[src/tlbMissPkg.sv]
`default_nettype none

package tlbMissPkg;

    localparam int SQN_LEN = 7;
    localparam int VPN_LEN = 20;
    localparam int PPN_LEN = 20;
    localparam int OFFS_LEN = 12;

    typedef struct packed {
        logic [31:0] addr;
        logic [SQN_LEN-1:0] sqN;
        logic isStore;
        logic valid;
    } AguUop;

    typedef struct packed {
        logic [31:0] paddr;
        logic [SQN_LEN-1:0] sqN;
        logic isStore;
        logic valid;
    } PhysUop;

    typedef struct packed {
        logic taken;
        logic [SQN_LEN-1:0] sqN;
    } BranchProv;

    typedef struct packed {
        logic sv32en;
        logic [PPN_LEN-1:0] rootPpn;
    } VirtMemState;

    typedef struct packed {
        logic valid;
        logic [VPN_LEN-1:0] vpn;
        logic [PPN_LEN-1:0] ppn;
        logic isSuperPage;
    } PageWalkRes;

    typedef struct packed {
        logic valid;
        logic [31:0] addr;
    } PteReq;

    typedef struct packed {
        logic valid;
        logic [31:0] pte;
    } PteResp;

    // True when a is younger than b across sequence number wraparound
    function automatic logic isYounger(input logic [SQN_LEN-1:0] a,
                                       input logic [SQN_LEN-1:0] b);
        logic [SQN_LEN-1:0] diff;
        diff = a - b;
        return $signed(diff) > 0;
    endfunction

    // Superpages only compare the upper VPN half
    function automatic logic pageMatch(input logic [VPN_LEN-1:0] a,
                                       input logic [VPN_LEN-1:0] b,
                                       input logic isSuper);
        if (isSuper)
            return a[VPN_LEN-1:VPN_LEN/2] == b[VPN_LEN-1:VPN_LEN/2];
        return a == b;
    endfunction

endpackage

`default_nettype wire

[src/tlbCache.sv]
`timescale 1ns/1ps
`default_nettype none

module tlbCache #(
    parameter int TLB_ENTRIES = 4
) (
    input  wire                              clk,
    input  wire                              rst,
    input  wire [tlbMissPkg::VPN_LEN-1:0]    lookupVpn,
    output logic                             hit,
    output logic [tlbMissPkg::PPN_LEN-1:0]   hitPpn,
    output logic                             hitSuper,
    input  tlbMissPkg::PageWalkRes           pwRes
);

    localparam int IDX_LEN = TLB_ENTRIES > 1 ? $clog2(TLB_ENTRIES) : 1;

    logic [TLB_ENTRIES-1:0] valid;
    logic [tlbMissPkg::VPN_LEN-1:0] vpns [TLB_ENTRIES];
    logic [tlbMissPkg::PPN_LEN-1:0] ppns [TLB_ENTRIES];
    logic [TLB_ENTRIES-1:0] supers;

    logic [IDX_LEN-1:0] victim;
    logic [IDX_LEN-1:0] freeIdx;
    logic freeFound;
    logic [IDX_LEN-1:0] fillIdx;

    always_comb begin
        hit = 1'b0;
        hitPpn = '0;
        hitSuper = 1'b0;
        for (int i = 0; i < TLB_ENTRIES; i++) begin
            if (valid[i] && tlbMissPkg::pageMatch(vpns[i], lookupVpn, supers[i])) begin
                hit = 1'b1;
                hitPpn = ppns[i];
                hitSuper = supers[i];
            end
        end
    end

    // Empty entries are filled before anything is evicted
    always_comb begin
        freeIdx = '0;
        freeFound = 1'b0;
        for (int i = 0; i < TLB_ENTRIES; i++) begin
            if (!freeFound && !valid[i]) begin
                freeIdx = IDX_LEN'(i);
                freeFound = 1'b1;
            end
        end
    end

    assign fillIdx = freeFound ? freeIdx : victim;

    always_ff @(posedge clk) begin
        if (rst) begin
            valid <= '0;
            victim <= '0;
        end else if (pwRes.valid) begin
            valid[fillIdx] <= 1'b1;
            vpns[fillIdx] <= pwRes.vpn;
            ppns[fillIdx] <= pwRes.ppn;
            supers[fillIdx] <= pwRes.isSuperPage;
            if (!freeFound) begin
                if (victim == IDX_LEN'(TLB_ENTRIES - 1))
                    victim <= '0;
                else
                    victim <= victim + 1'b1;
            end
        end
    end

endmodule

`default_nettype wire

[src/tlbMissQueue.sv]
`timescale 1ns/1ps
`default_nettype none

module tlbMissQueue #(
    parameter int QUEUE_SIZE = 4
) (
    input  wire                      clk,
    input  wire                      rst,
    input  tlbMissPkg::BranchProv    branch,
    input  tlbMissPkg::VirtMemState  vmem,
    input  tlbMissPkg::PageWalkRes   pwRes,
    input  wire                      pwActive,
    output logic                     stall,
    input  wire                      enqueue,
    input  wire                      uopReady,
    input  tlbMissPkg::AguUop        uop,
    input  wire                      dequeue,
    output tlbMissPkg::AguUop        replay
);

    localparam int IDX_LEN = $clog2(QUEUE_SIZE);

    tlbMissPkg::AguUop entries [QUEUE_SIZE];
    logic [QUEUE_SIZE-1:0] ready;

    logic [IDX_LEN-1:0] freeIdx;
    logic freeValid;
    logic [IDX_LEN:0] freeCnt;

    logic [IDX_LEN-1:0] outIdx;
    logic outValid;

    logic enqKilled;
    logic replayKilled;

    // Lowest free slot and number of free slots
    always_comb begin
        freeIdx = '0;
        freeValid = 1'b0;
        freeCnt = '0;
        for (int i = 0; i < QUEUE_SIZE; i++) begin
            if (!entries[i].valid) begin
                freeCnt = freeCnt + 1'b1;
                if (!freeValid) begin
                    freeIdx = IDX_LEN'(i);
                    freeValid = 1'b1;
                end
            end
        end
    end

    // Stage must always have room for the op it holds
    assign stall = freeCnt < (IDX_LEN+1)'(2);

    // Non-ready ops go out too while the walker is idle, so their miss starts a walk
    always_comb begin
        outIdx = '0;
        outValid = 1'b0;
        for (int i = 0; i < QUEUE_SIZE; i++) begin
            if (!outValid && entries[i].valid && (ready[i] || !pwActive)) begin
                outIdx = IDX_LEN'(i);
                outValid = 1'b1;
            end
        end
    end

    assign enqKilled = branch.taken && tlbMissPkg::isYounger(uop.sqN, branch.sqN);
    assign replayKilled = branch.taken && tlbMissPkg::isYounger(replay.sqN, branch.sqN);

    always_ff @(posedge clk) begin
        if (rst) begin
            for (int i = 0; i < QUEUE_SIZE; i++) begin
                entries[i].valid <= 1'b0;
            end
            ready <= '0;
            replay.valid <= 1'b0;
        end else begin
            // Walk result wakes up every op on that page
            if (pwRes.valid) begin
                for (int i = 0; i < QUEUE_SIZE; i++) begin
                    if (entries[i].valid && tlbMissPkg::pageMatch(pwRes.vpn,
                            entries[i].addr[31:12], pwRes.isSuperPage)) begin
                        ready[i] <= 1'b1;
                    end
                end
            end

            if (branch.taken) begin
                for (int i = 0; i < QUEUE_SIZE; i++) begin
                    if (entries[i].valid &&
                            tlbMissPkg::isYounger(entries[i].sqN, branch.sqN)) begin
                        entries[i].valid <= 1'b0;
                        ready[i] <= 1'b0;
                    end
                end
            end

            if (enqueue && uop.valid && !enqKilled) begin
                entries[freeIdx] <= uop;
                ready[freeIdx] <= !vmem.sv32en || uopReady;
            end

            if (dequeue || replayKilled) begin
                replay.valid <= 1'b0;
            end

            // Refill the replay register
            if ((!replay.valid || dequeue) && outValid) begin
                if (!(branch.taken &&
                        tlbMissPkg::isYounger(entries[outIdx].sqN, branch.sqN))) begin
                    replay <= entries[outIdx];
                    entries[outIdx].valid <= 1'b0;
                    ready[outIdx] <= 1'b0;
                end
            end
        end
    end

    // Stage holds back new ops early enough that a miss never finds the queue full
    enqueueHasSlot: assert property (@(posedge clk) disable iff (rst)
        enqueue |-> freeValid);

    dequeueOnlyValid: assert property (@(posedge clk) disable iff (rst)
        dequeue |-> replay.valid);

endmodule

`default_nettype wire

[src/pageWalker.sv]
`timescale 1ns/1ps
`default_nettype none

module pageWalker (
    input  wire                                  clk,
    input  wire                                  rst,
    input  tlbMissPkg::VirtMemState              vmem,
    input  wire                                  walkStart,
    input  wire [tlbMissPkg::VPN_LEN-1:0]        walkVpn,
    output tlbMissPkg::PteReq                    pteReq,
    input  tlbMissPkg::PteResp                   pteResp,
    output logic                                 pwActive,
    output tlbMissPkg::PageWalkRes               pwRes
);

    // PTE permission bits
    localparam int PTE_R = 1;
    localparam int PTE_X = 3;

    typedef enum logic [1:0] {
        WalkIdle,
        WalkRoot,
        WalkLeaf
    } WalkState;

    WalkState state;
    logic [tlbMissPkg::VPN_LEN-1:0] vpn;
    logic isLeaf;

    assign pwActive = state != WalkIdle;
    assign isLeaf = pteResp.pte[PTE_R] || pteResp.pte[PTE_X];

    always_ff @(posedge clk) begin
        if (rst) begin
            state <= WalkIdle;
            pteReq.valid <= 1'b0;
            pwRes.valid <= 1'b0;
        end else begin
            pteReq.valid <= 1'b0;
            pwRes.valid <= 1'b0;
            case (state)
                WalkIdle: begin
                    if (walkStart) begin
                        vpn <= walkVpn;
                        pteReq.valid <= 1'b1;
                        pteReq.addr <= {vmem.rootPpn, walkVpn[19:10], 2'b00};
                        state <= WalkRoot;
                    end
                end
                WalkRoot: begin
                    if (pteResp.valid) begin
                        if (isLeaf) begin
                            // Leaf at level one maps a 4 MiB region
                            pwRes.valid <= 1'b1;
                            pwRes.vpn <= vpn;
                            pwRes.ppn <= pteResp.pte[29:10];
                            pwRes.isSuperPage <= 1'b1;
                            state <= WalkIdle;
                        end else begin
                            pteReq.valid <= 1'b1;
                            pteReq.addr <= {pteResp.pte[29:10], vpn[9:0], 2'b00};
                            state <= WalkLeaf;
                        end
                    end
                end
                WalkLeaf: begin
                    if (pteResp.valid) begin
                        pwRes.valid <= 1'b1;
                        pwRes.vpn <= vpn;
                        pwRes.ppn <= pteResp.pte[29:10];
                        pwRes.isSuperPage <= 1'b0;
                        state <= WalkIdle;
                    end
                end
                default: state <= WalkIdle;
            endcase
        end
    end

    // Stage only starts a walk while the walker is idle
    noStartWhileBusy: assert property (@(posedge clk) disable iff (rst)
        walkStart |-> !pwActive);

endmodule

`default_nettype wire

[src/aguTlbStage.sv]
`timescale 1ns/1ps
`default_nettype none

module aguTlbStage (
    input  wire                              clk,
    input  wire                              rst,
    input  tlbMissPkg::BranchProv            branch,
    input  tlbMissPkg::VirtMemState          vmem,
    input  tlbMissPkg::AguUop                uop,
    output logic                             stall,
    input  wire                              queueStall,
    input  tlbMissPkg::AguUop                replay,
    output logic                             dequeue,
    output logic [tlbMissPkg::VPN_LEN-1:0]   lookupVpn,
    input  wire                              hit,
    input  wire [tlbMissPkg::PPN_LEN-1:0]    hitPpn,
    input  wire                              hitSuper,
    output logic                             enqueue,
    output logic                             uopReady,
    output tlbMissPkg::AguUop                missUop,
    input  tlbMissPkg::PageWalkRes           pwRes,
    input  wire                              pwActive,
    output logic                             walkStart,
    output logic [tlbMissPkg::VPN_LEN-1:0]   walkVpn,
    output tlbMissPkg::PhysUop               result
);

    tlbMissPkg::AguUop sel;
    logic isReplay;
    logic accept;
    logic translated;
    logic [31:0] paddr;

    // Replays win over new ops
    always_comb begin
        isReplay = replay.valid;
        sel = replay;
        if (!isReplay) begin
            sel = uop;
            sel.valid = uop.valid && !queueStall;
        end
    end

    assign stall = queueStall || replay.valid;
    assign dequeue = replay.valid;

    assign accept = sel.valid &&
        !(branch.taken && tlbMissPkg::isYounger(sel.sqN, branch.sqN));
    assign lookupVpn = sel.addr[31:12];
    assign translated = !vmem.sv32en || hit;

    always_comb begin
        if (!vmem.sv32en)
            paddr = sel.addr;
        else if (hitSuper)
            paddr = {hitPpn[19:10], sel.addr[21:0]};
        else
            paddr = {hitPpn, sel.addr[tlbMissPkg::OFFS_LEN-1:0]};
    end

    // A walk finishing for this page right now means the op is ready on arrival
    assign uopReady = pwRes.valid &&
        tlbMissPkg::pageMatch(pwRes.vpn, sel.addr[31:12], pwRes.isSuperPage);

    assign enqueue = accept && !translated;
    assign missUop = sel;

    assign walkStart = enqueue && isReplay && !pwActive && !uopReady;
    assign walkVpn = sel.addr[31:12];

    always_ff @(posedge clk) begin
        if (rst) begin
            result.valid <= 1'b0;
        end else begin
            result.valid <= accept && translated;
            result.paddr <= paddr;
            result.sqN <= sel.sqN;
            result.isStore <= sel.isStore;
        end
    end

endmodule

`default_nettype wire

[src/tlbMissTop.sv]
`timescale 1ns/1ps
`default_nettype none

module tlbMissTop #(
    parameter int QUEUE_SIZE = 4,
    parameter int TLB_ENTRIES = 4
) (
    input  wire                      clk,
    input  wire                      rst,
    input  tlbMissPkg::BranchProv    branch,
    input  tlbMissPkg::VirtMemState  vmem,
    input  tlbMissPkg::AguUop        uop,
    output logic                     stall,
    output tlbMissPkg::PteReq        pteReq,
    input  tlbMissPkg::PteResp       pteResp,
    output tlbMissPkg::PhysUop       result
);

    logic queueStall;
    logic dequeue;
    logic enqueue;
    logic uopReady;
    tlbMissPkg::AguUop replay;
    tlbMissPkg::AguUop missUop;

    logic [tlbMissPkg::VPN_LEN-1:0] lookupVpn;
    logic hit;
    logic [tlbMissPkg::PPN_LEN-1:0] hitPpn;
    logic hitSuper;

    logic walkStart;
    logic [tlbMissPkg::VPN_LEN-1:0] walkVpn;
    logic pwActive;
    tlbMissPkg::PageWalkRes pwRes;

    aguTlbStage stage_i (
        .clk        (clk),
        .rst        (rst),
        .branch     (branch),
        .vmem       (vmem),
        .uop        (uop),
        .stall      (stall),
        .queueStall (queueStall),
        .replay     (replay),
        .dequeue    (dequeue),
        .lookupVpn  (lookupVpn),
        .hit        (hit),
        .hitPpn     (hitPpn),
        .hitSuper   (hitSuper),
        .enqueue    (enqueue),
        .uopReady   (uopReady),
        .missUop    (missUop),
        .pwRes      (pwRes),
        .pwActive   (pwActive),
        .walkStart  (walkStart),
        .walkVpn    (walkVpn),
        .result     (result)
    );

    tlbCache #(.TLB_ENTRIES(TLB_ENTRIES)) tlb_i (
        .clk       (clk),
        .rst       (rst),
        .lookupVpn (lookupVpn),
        .hit       (hit),
        .hitPpn    (hitPpn),
        .hitSuper  (hitSuper),
        .pwRes     (pwRes)
    );

    tlbMissQueue #(.QUEUE_SIZE(QUEUE_SIZE)) queue_i (
        .clk      (clk),
        .rst      (rst),
        .branch   (branch),
        .vmem     (vmem),
        .pwRes    (pwRes),
        .pwActive (pwActive),
        .stall    (queueStall),
        .enqueue  (enqueue),
        .uopReady (uopReady),
        .uop      (missUop),
        .dequeue  (dequeue),
        .replay   (replay)
    );

    pageWalker walker_i (
        .clk       (clk),
        .rst       (rst),
        .vmem      (vmem),
        .walkStart (walkStart),
        .walkVpn   (walkVpn),
        .pteReq    (pteReq),
        .pteResp   (pteResp),
        .pwActive  (pwActive),
        .pwRes     (pwRes)
    );

endmodule

`default_nettype wire

[config.mk]
export PLATFORM = sky130hd
export DESIGN_NAME = tlbMissTop
export DESIGN_NICKNAME = d
export VERILOG_FILES = /design/src/tlbMissPkg.sv /design/src/tlbCache.sv /design/src/tlbMissQueue.sv /design/src/pageWalker.sv /design/src/aguTlbStage.sv /design/src/tlbMissTop.sv
export SDC_FILE = /design/constraint.sdc
export NUM_CORES = 1
export LEC_CHECK = 0
export ABC_CLOCK_PERIOD_IN_PS = 26400
export BUFFER_PORTS_ARGS = -buffer_cell sky130_fd_sc_hd__buf_4
export CAP_MARGIN = 20
export CELL_PAD_IN_SITES_DETAIL_PLACEMENT = 1
export CELL_PAD_IN_SITES_GLOBAL_PLACEMENT = 1
export CORE_MARGIN = 2
export CORE_UTILIZATION = 40
export DETAILED_ROUTE_END_ITERATION = 8
export GPL_ROUTABILITY_DRIVEN = 0
export PLACE_DENSITY = 0.66
export SKIP_CTS_REPAIR_TIMING = 1
export SLEW_MARGIN = 25
export SYNTH_ARGS = -nofsm -noshare
export SYNTH_HDL_FRONTEND = slang
export SYNTH_SLANG_ARGS = --single-unit
export TNS_END_PERCENT = 30
[constraint.sdc]
create_clock -name clk -period 26.4 [get_ports clk]
set_input_delay 5.28 -clock clk [delete_from_list [all_inputs] [get_ports clk]]
set_output_delay 5.28 -clock clk [all_outputs]
set_load 0.005 [all_outputs]
; Word level (Yosys, flattened, before mapping)
; Memory sizes are Yosys's and may differ from the RTL's.
; Cells that the tools add are included.
[word_totals]
regBits = 193
n_memories = 3
ramBits = 324
in_bits = 105
out_inout_bits = 75
[mem_list]
columns = memory, words, word_bits, read_ports, rd_ports_with_merged_regs, write_ports, line_no
row1 = queue_i.entries, 4, 41, 5, 0, 6, tlbMissQueue.sv:23  ; tlbMissPkg::AguUop entries [QUEUE_SIZE];
row2 = tlb_i.ppns, 4, 20, 4, 0, 1, tlbCache.sv:20  ; logic [tlbMissPkg::PPN_LEN-1:0] ppns [TLB_ENTRIES];
row3 = tlb_i.vpns, 4, 20, 4, 0, 1, tlbCache.sv:19  ; logic [tlbMissPkg::VPN_LEN-1:0] vpns [TLB_ENTRIES];
[classes]
bitwise = 10
reduce_logical = 72
eq_ne = 26
addsub = 11
n_lt_le_gt_ge = 14
mux = 148
[op_table]
columns = cell, n
row1 = == test 20 bit, 9
row2 = two-way mux 42 bit, 3
row3 = two-way mux 1 bit, 102
row4 = two-way mux 33 bit, 3
row5 = == test 10 bit, 9
row6 = case mux 42 bit (2 select lines), 1
row7 = two-way mux 20 bit, 4
row8 = case mux 33 bit (2 select lines), 1
row9 = greater-than comparator 7 x 1 -> 1 bit (second input constant), 7
row10 = subtractor 7 bit, 7
row11 = two-way mux 41 bit, 1
row12 = logical AND 1 bit, 38
row13 = two-way mux 32 bit, 1
row14 = two-way mux 2 bit, 15
row15 = two-way mux 4 bit, 7
row16 = two-way mux 22 bit, 1
row17 = logical NOT 1 bit, 14
row18 = AND reduction 5 bit, 2
row19 = logical OR 1 bit, 9
row20 = less-than comparator 2 x 3 -> 1 bit (second input constant), 3
row21 = two-way mux 3 bit, 3
row22 = AND reduction 3 bit, 3
row23 = bitwise mux 4 bit, 2
row24 = inequality test 2 bit (second input constant), 4
row25 = other kinds (18), 32

; Longest topological paths before layout
; An unclocked memory read counts as a cell.
[depth]
word_depth = 30
depth_mapped = 17
mapped_depth_nobuf = 16

; Modules after synthesis
; From an unflattened synthesis, not the netlist that was laid out.
[unflattened]
cells_unflattened = 1715
area_unflattened_um2 = 24110.6
[by_module_without_submodules]
columns = mod, cells_per_inst, instances, seq_area_each_um2, area_per_inst_um2
row1 = tlbMissQueue, 807, 1, 6185.9, 10357.4
row2 = tlbCache, 445, 1, 5044.8, 7094.3
row3 = pageWalker, 222, 1, 2812.7, 3706.1
row4 = aguTlbStage, 241, 1, 1221.2, 2952.8

; Worst setup path before layout
; No wires, ideal clock.
[synth_path]
path_type = input to register
from = input port rst
to = register, netlist name walker_i.pwRes[0]
setup_ns = 0.660
t_arrival_ns = 11.928
path_stages = 2
path_slack_ns = 13.812
cell_sequence = clkbuf_1 -> a2111oi_0
[synth_between]
elab_chain_len = 2
[synth_lines]
columns = element, line_no
row1 = from (decl), tlbMissTop.sv:9  ; input wire rst,
row2 = NOT 1 bit (no source line), -
row3 = AND reduction 5 bit (no source line), -
; No other way between the ends.
; A chain may end at the register's enable or synchronous reset.

; Worst setup path in the final report
[layout_path]
from = input port uop[30] (netlist name)
to = register, netlist name walker_i.pteReq[4]
[layout_between]
elab_chain_len = 16
[layout_lines]
columns = element, line_no
row1 = from (decl), tlbMissTop.sv:12  ; input tlbMissPkg::AguUop uop,
row2 = two-way mux 41 bit *, aguTlbStage.sv:38  ; if (!isReplay) begin
row3 = == test 20 bit, tlbMissPkg.sv:65  ; return a == b;
row4 = two-way mux 1 bit, tlbMissPkg.sv:65
row5 = logical AND 1 bit, tlbCache.sv:33  ; if (valid[i] && tlbMissPkg::pageMatch(vpns[i], lookupVpn, supers[i])) begin
row6 = two-way mux 1 bit (4 in series), tlbCache.sv:33
row7 = logical OR 1 bit, aguTlbStage.sv:50  ; assign translated = !vmem.sv32en || hit;
row8 = logical NOT 1 bit, aguTlbStage.sv:65  ; assign enqueue = accept && !translated;
row9 = logical AND 1 bit, aguTlbStage.sv:65
row10 = logical AND 1 bit (2 in series), aguTlbStage.sv:68  ; assign walkStart = enqueue && isReplay && !pwActive && !uopReady;
row11 = logical AND 1 bit *, aguTlbStage.sv:68
row12 = inequality test 2 bit (no source line) *, -
row13 = AND reduction 5 bit (no source line) *, -
; Every way passes the cells marked *; elsewhere a longest branch is shown, timed or not.

==> flow_summary.toml <==
[run_status]
outcome = "completed"

[setup_path]
r2r-start = "walker_i.state[0]$_SDFFE_PP0P_"
cp-start-kind = "primary input"
cp_cell_sequence = "buf_4, mux2i_2, xnor2_1, nor4_1, a41o_1, a222oi_1, buf_4, and4_1, buf_4, nor2b_1, a211oi_4, buf_4"
cp_slowest_cell = "nor4_1"
cp.required_ns = 26.71
path_class = "primary input to flop"
crit_top_cell = "buf_4"
worstPathMaxFanout = 35
r2r_setup_slack_ns = 20.35
cpPeakStageDelay_ns = 0.76
endpoint_kind = "flop"
timing.rr.end = "queue_i.replay[27]$_DFFE_PP_"
arrival_ns = 9.32
r2r_cells = 17

[synthesis]
synth.largest_area_cell = "edfxtp_1"
netlist_instances = 1618
synth_most_common_cell = "edfxtp_1"
synth_commonest_cells = "edfxtp_1 (495), xnor2_1 (141), nand2_1 (93)"
syn-mean-instance-area_um2 = 14.20
yosysUniqueCellTypes = 66
async_reset_ff_frac = 0
syn-cell-area_um2 = 22980
synth_edf_count = 495
netlist.area_leader.share = 0.6469
synth_area_leaders = "edfxtp_1 (65%), xnor2_1 (5.4%), ha_1 (2.5%), xor2_1 (2.1%), dfxtp_1 (1.7%)"
ys_seq_area_frac = 0.6643
synth_flop_cell = "edfxtp_1"
synth.yosys.warnings = 0
synth-seq-cells = 515

[sta]
rsz0062_at_grt = "false"
report.final.setup_viol = 0
hold_viol = 0
slew_headroom = 0.3494
tns_ns = 0
finalCritPeriodShare = 0.3412
fmax_mhz = 111.0
worstMarginPinSlew_ns = 0.9759
timing.final.max_slew_violations = 0
fin_crit_ns = 9.009
skew_ns = 0.01458

[final_layout]
area_growth_syn_to_layout_pct = 18.24
antenna_cells = 0
layout-drive-gt1-share = 0.1854
nets = 1955
fin_area_um2 = 27170

[die]
fp-row-count = 87
die_w_um = 243.7
die_h_um = 243.7
core_um2 = 56600
die_area_um2 = 59380
start_util = 0.4059
num_io_pins = 180

[placed_design]
post-dp-hpwl_mm = 42.82
portBuffers = 167
place_area_um2 = 25200

[clocking]
cts-root-buf = "clkbuf_16"
clkSlewWorstSetupHoldPaths_ns = 0.06
clockBufferDepth = 3
clock_latency_ns = 0.61
tritoncts = "built"
cts_buffers = 55
clkSinkCount = 515
htree_levels = 2

[routing]
routedWlPerCell_um = 25.43
antenna_left = 0
vias = 14610
wl_mm = 66.14
drtIter0Drc = 1380
viasPerCell = 5.617
drc = 0
dr.pass1.iters = 7

[global_routing]
grt_use_total = 0.2227
grt_max_degree = 43
grt_pass1_vias = 15630
grt_pass1_wl_mm = 99.62
antenna_found_initial = 0
grt_overflow = 0

[hold_path]
min-delay-start = "walker_i.pwRes[5]$_DFFE_PP_"
hold_path_depth = 0
hold_path_class = "flop to flop"
whs_endpoint = "tlb_i.ppns[1][4]$_DFFE_PP_"

[pwr]
power.density_nw_per_um2 = 70.90
power_leakage_nw = 9.412
vdd.ir_drop.worst_v = 0.00004775

[job]
timing.max_cap.violations = 0
[metal layers]
layer	track usage	up-vias	share of wire
met5	0	-	0
met4	0.06205	0	0.023
met3	0.03734	103	0.059
met2	0.3636	425	0.48
met1	0.3074	7560	0.44
li1	-	6522	-
[final cells by class]
type / instances / area, um2
tap: 756 / 945.9
clock buffer: 65 / 1456
timing repair buffer: 197 / 1479
clock inverter: 39 / 514.2
multi-input combinational: 969 / 7282
sequential: 515 / 15270
fill: 5681 / 29440
inverter: 60 / 225.2
[cell families (layout without fill, tap and decap cells)]
group	after synthesis	in the layout	share of synthesized area
buffers and inverters	135	361	0.02434
XOR/XNOR	197	197	0.07569
adder cells (fa/ha/maj)	52	52	0.03028
AO/OA/AOI/OAI	262	262	0.08566
AND/OR/NAND/NOR	400	400	0.09034
multiplexers	56	56	0.02919
other	1	2	0.0001632
flip-flops	515	515	0.6643
[report_power, final]
part / internal, mW / switching [mW] / leakage, nW
Clock: 0.513 / 0.332 / 0.965
Combinational: 0.0620 / 0.0973 / 3.73
Sequential: 0.915 / 0.00792 / 4.72
Total: 1.49 / 0.437 / 9.41
[worst max path at each step]
stage | start | endpoint | slack, ns | cells after the start
finish | uop[30] | walker_i.pteReq[4]$_DFFE_PP_ | 17.39 | 12
global route | uop[30] | walker_i.pteReq[6]$_DFFE_PP_ | 17.25 | 12
CTS | uop[30] | walker_i.vpn[2]$_DFFE_PP_ | 17.33 | 10
detailed placement | uop[30] | walker_i.vpn[2]$_DFFE_PP_ | 16.76 | 10
global placement | uop[30] | walker_i.vpn[2]$_DFFE_PP_ | 16.87 | 10
floorplan | rst | walker_i.pwRes[0]$_DFFE_PP_ | 13.81 | 2
[cell usage in the layout, fill, tap and decap left out, drive strengths merged, types with 20 or more instances in the layout]
cell    instances
edfxtp        495
buf           197
xnor2         141
nand2          93
clkbuf         65
inv            63
nor2           63
xor2           55
and2           55
nand3          48
ha             46
o21ai          44
mux2i          37
a222oi         36
nor4           34
a22o           30
o211ai         23
clkinv         23
a21oi          22
nor3           21
dfxtp          20
[worst max-delay path, delay by kind of cell]
| kind | cells | cell delay, ns |
|---|---|---|
| and+or+nand+nor | 3 | 1.24 |
| AOI/OAI and AO/OA | 3 | 1.04 |
| buffers and inverters | 4 | 0.92 |
| muxes | 1 | 0.58 |
| xor gates and xnor gates | 1 | 0.16 |
[flip-flops by register name, indices dropped and copies added (netlist names)]
register and flops:
queue_i.entries 164, tlb_i.ppns 80, tlb_i.vpns 80, walker_i.pwRes 42, queue_i.replay 41, stage_i.result 41
walker_i.pteReq 31, walker_i.vpn 20, queue_i.ready 4, tlb_i.supers 4, tlb_i.valid 4, tlb_i.victim 2
walker_i.state 2
[stage by stage]
step	utilization	hold WS (ns)	worst slack, ns	std cells	power, mW
floorplan	-	0.4587	13.81	1619	1.030
global placement	0.4451	0.4655	16.87	2497	1.093
detailed placement	0.4451	0.4913	16.76	2497	1.099
CTS	0.4800	0.5061	17.33	2601	1.941
global route	0.4800	0.5255	17.25	2601	1.987
finish	0.4800	0.5017	17.39	2601	1.926
(Power assumes the default switching activity.)
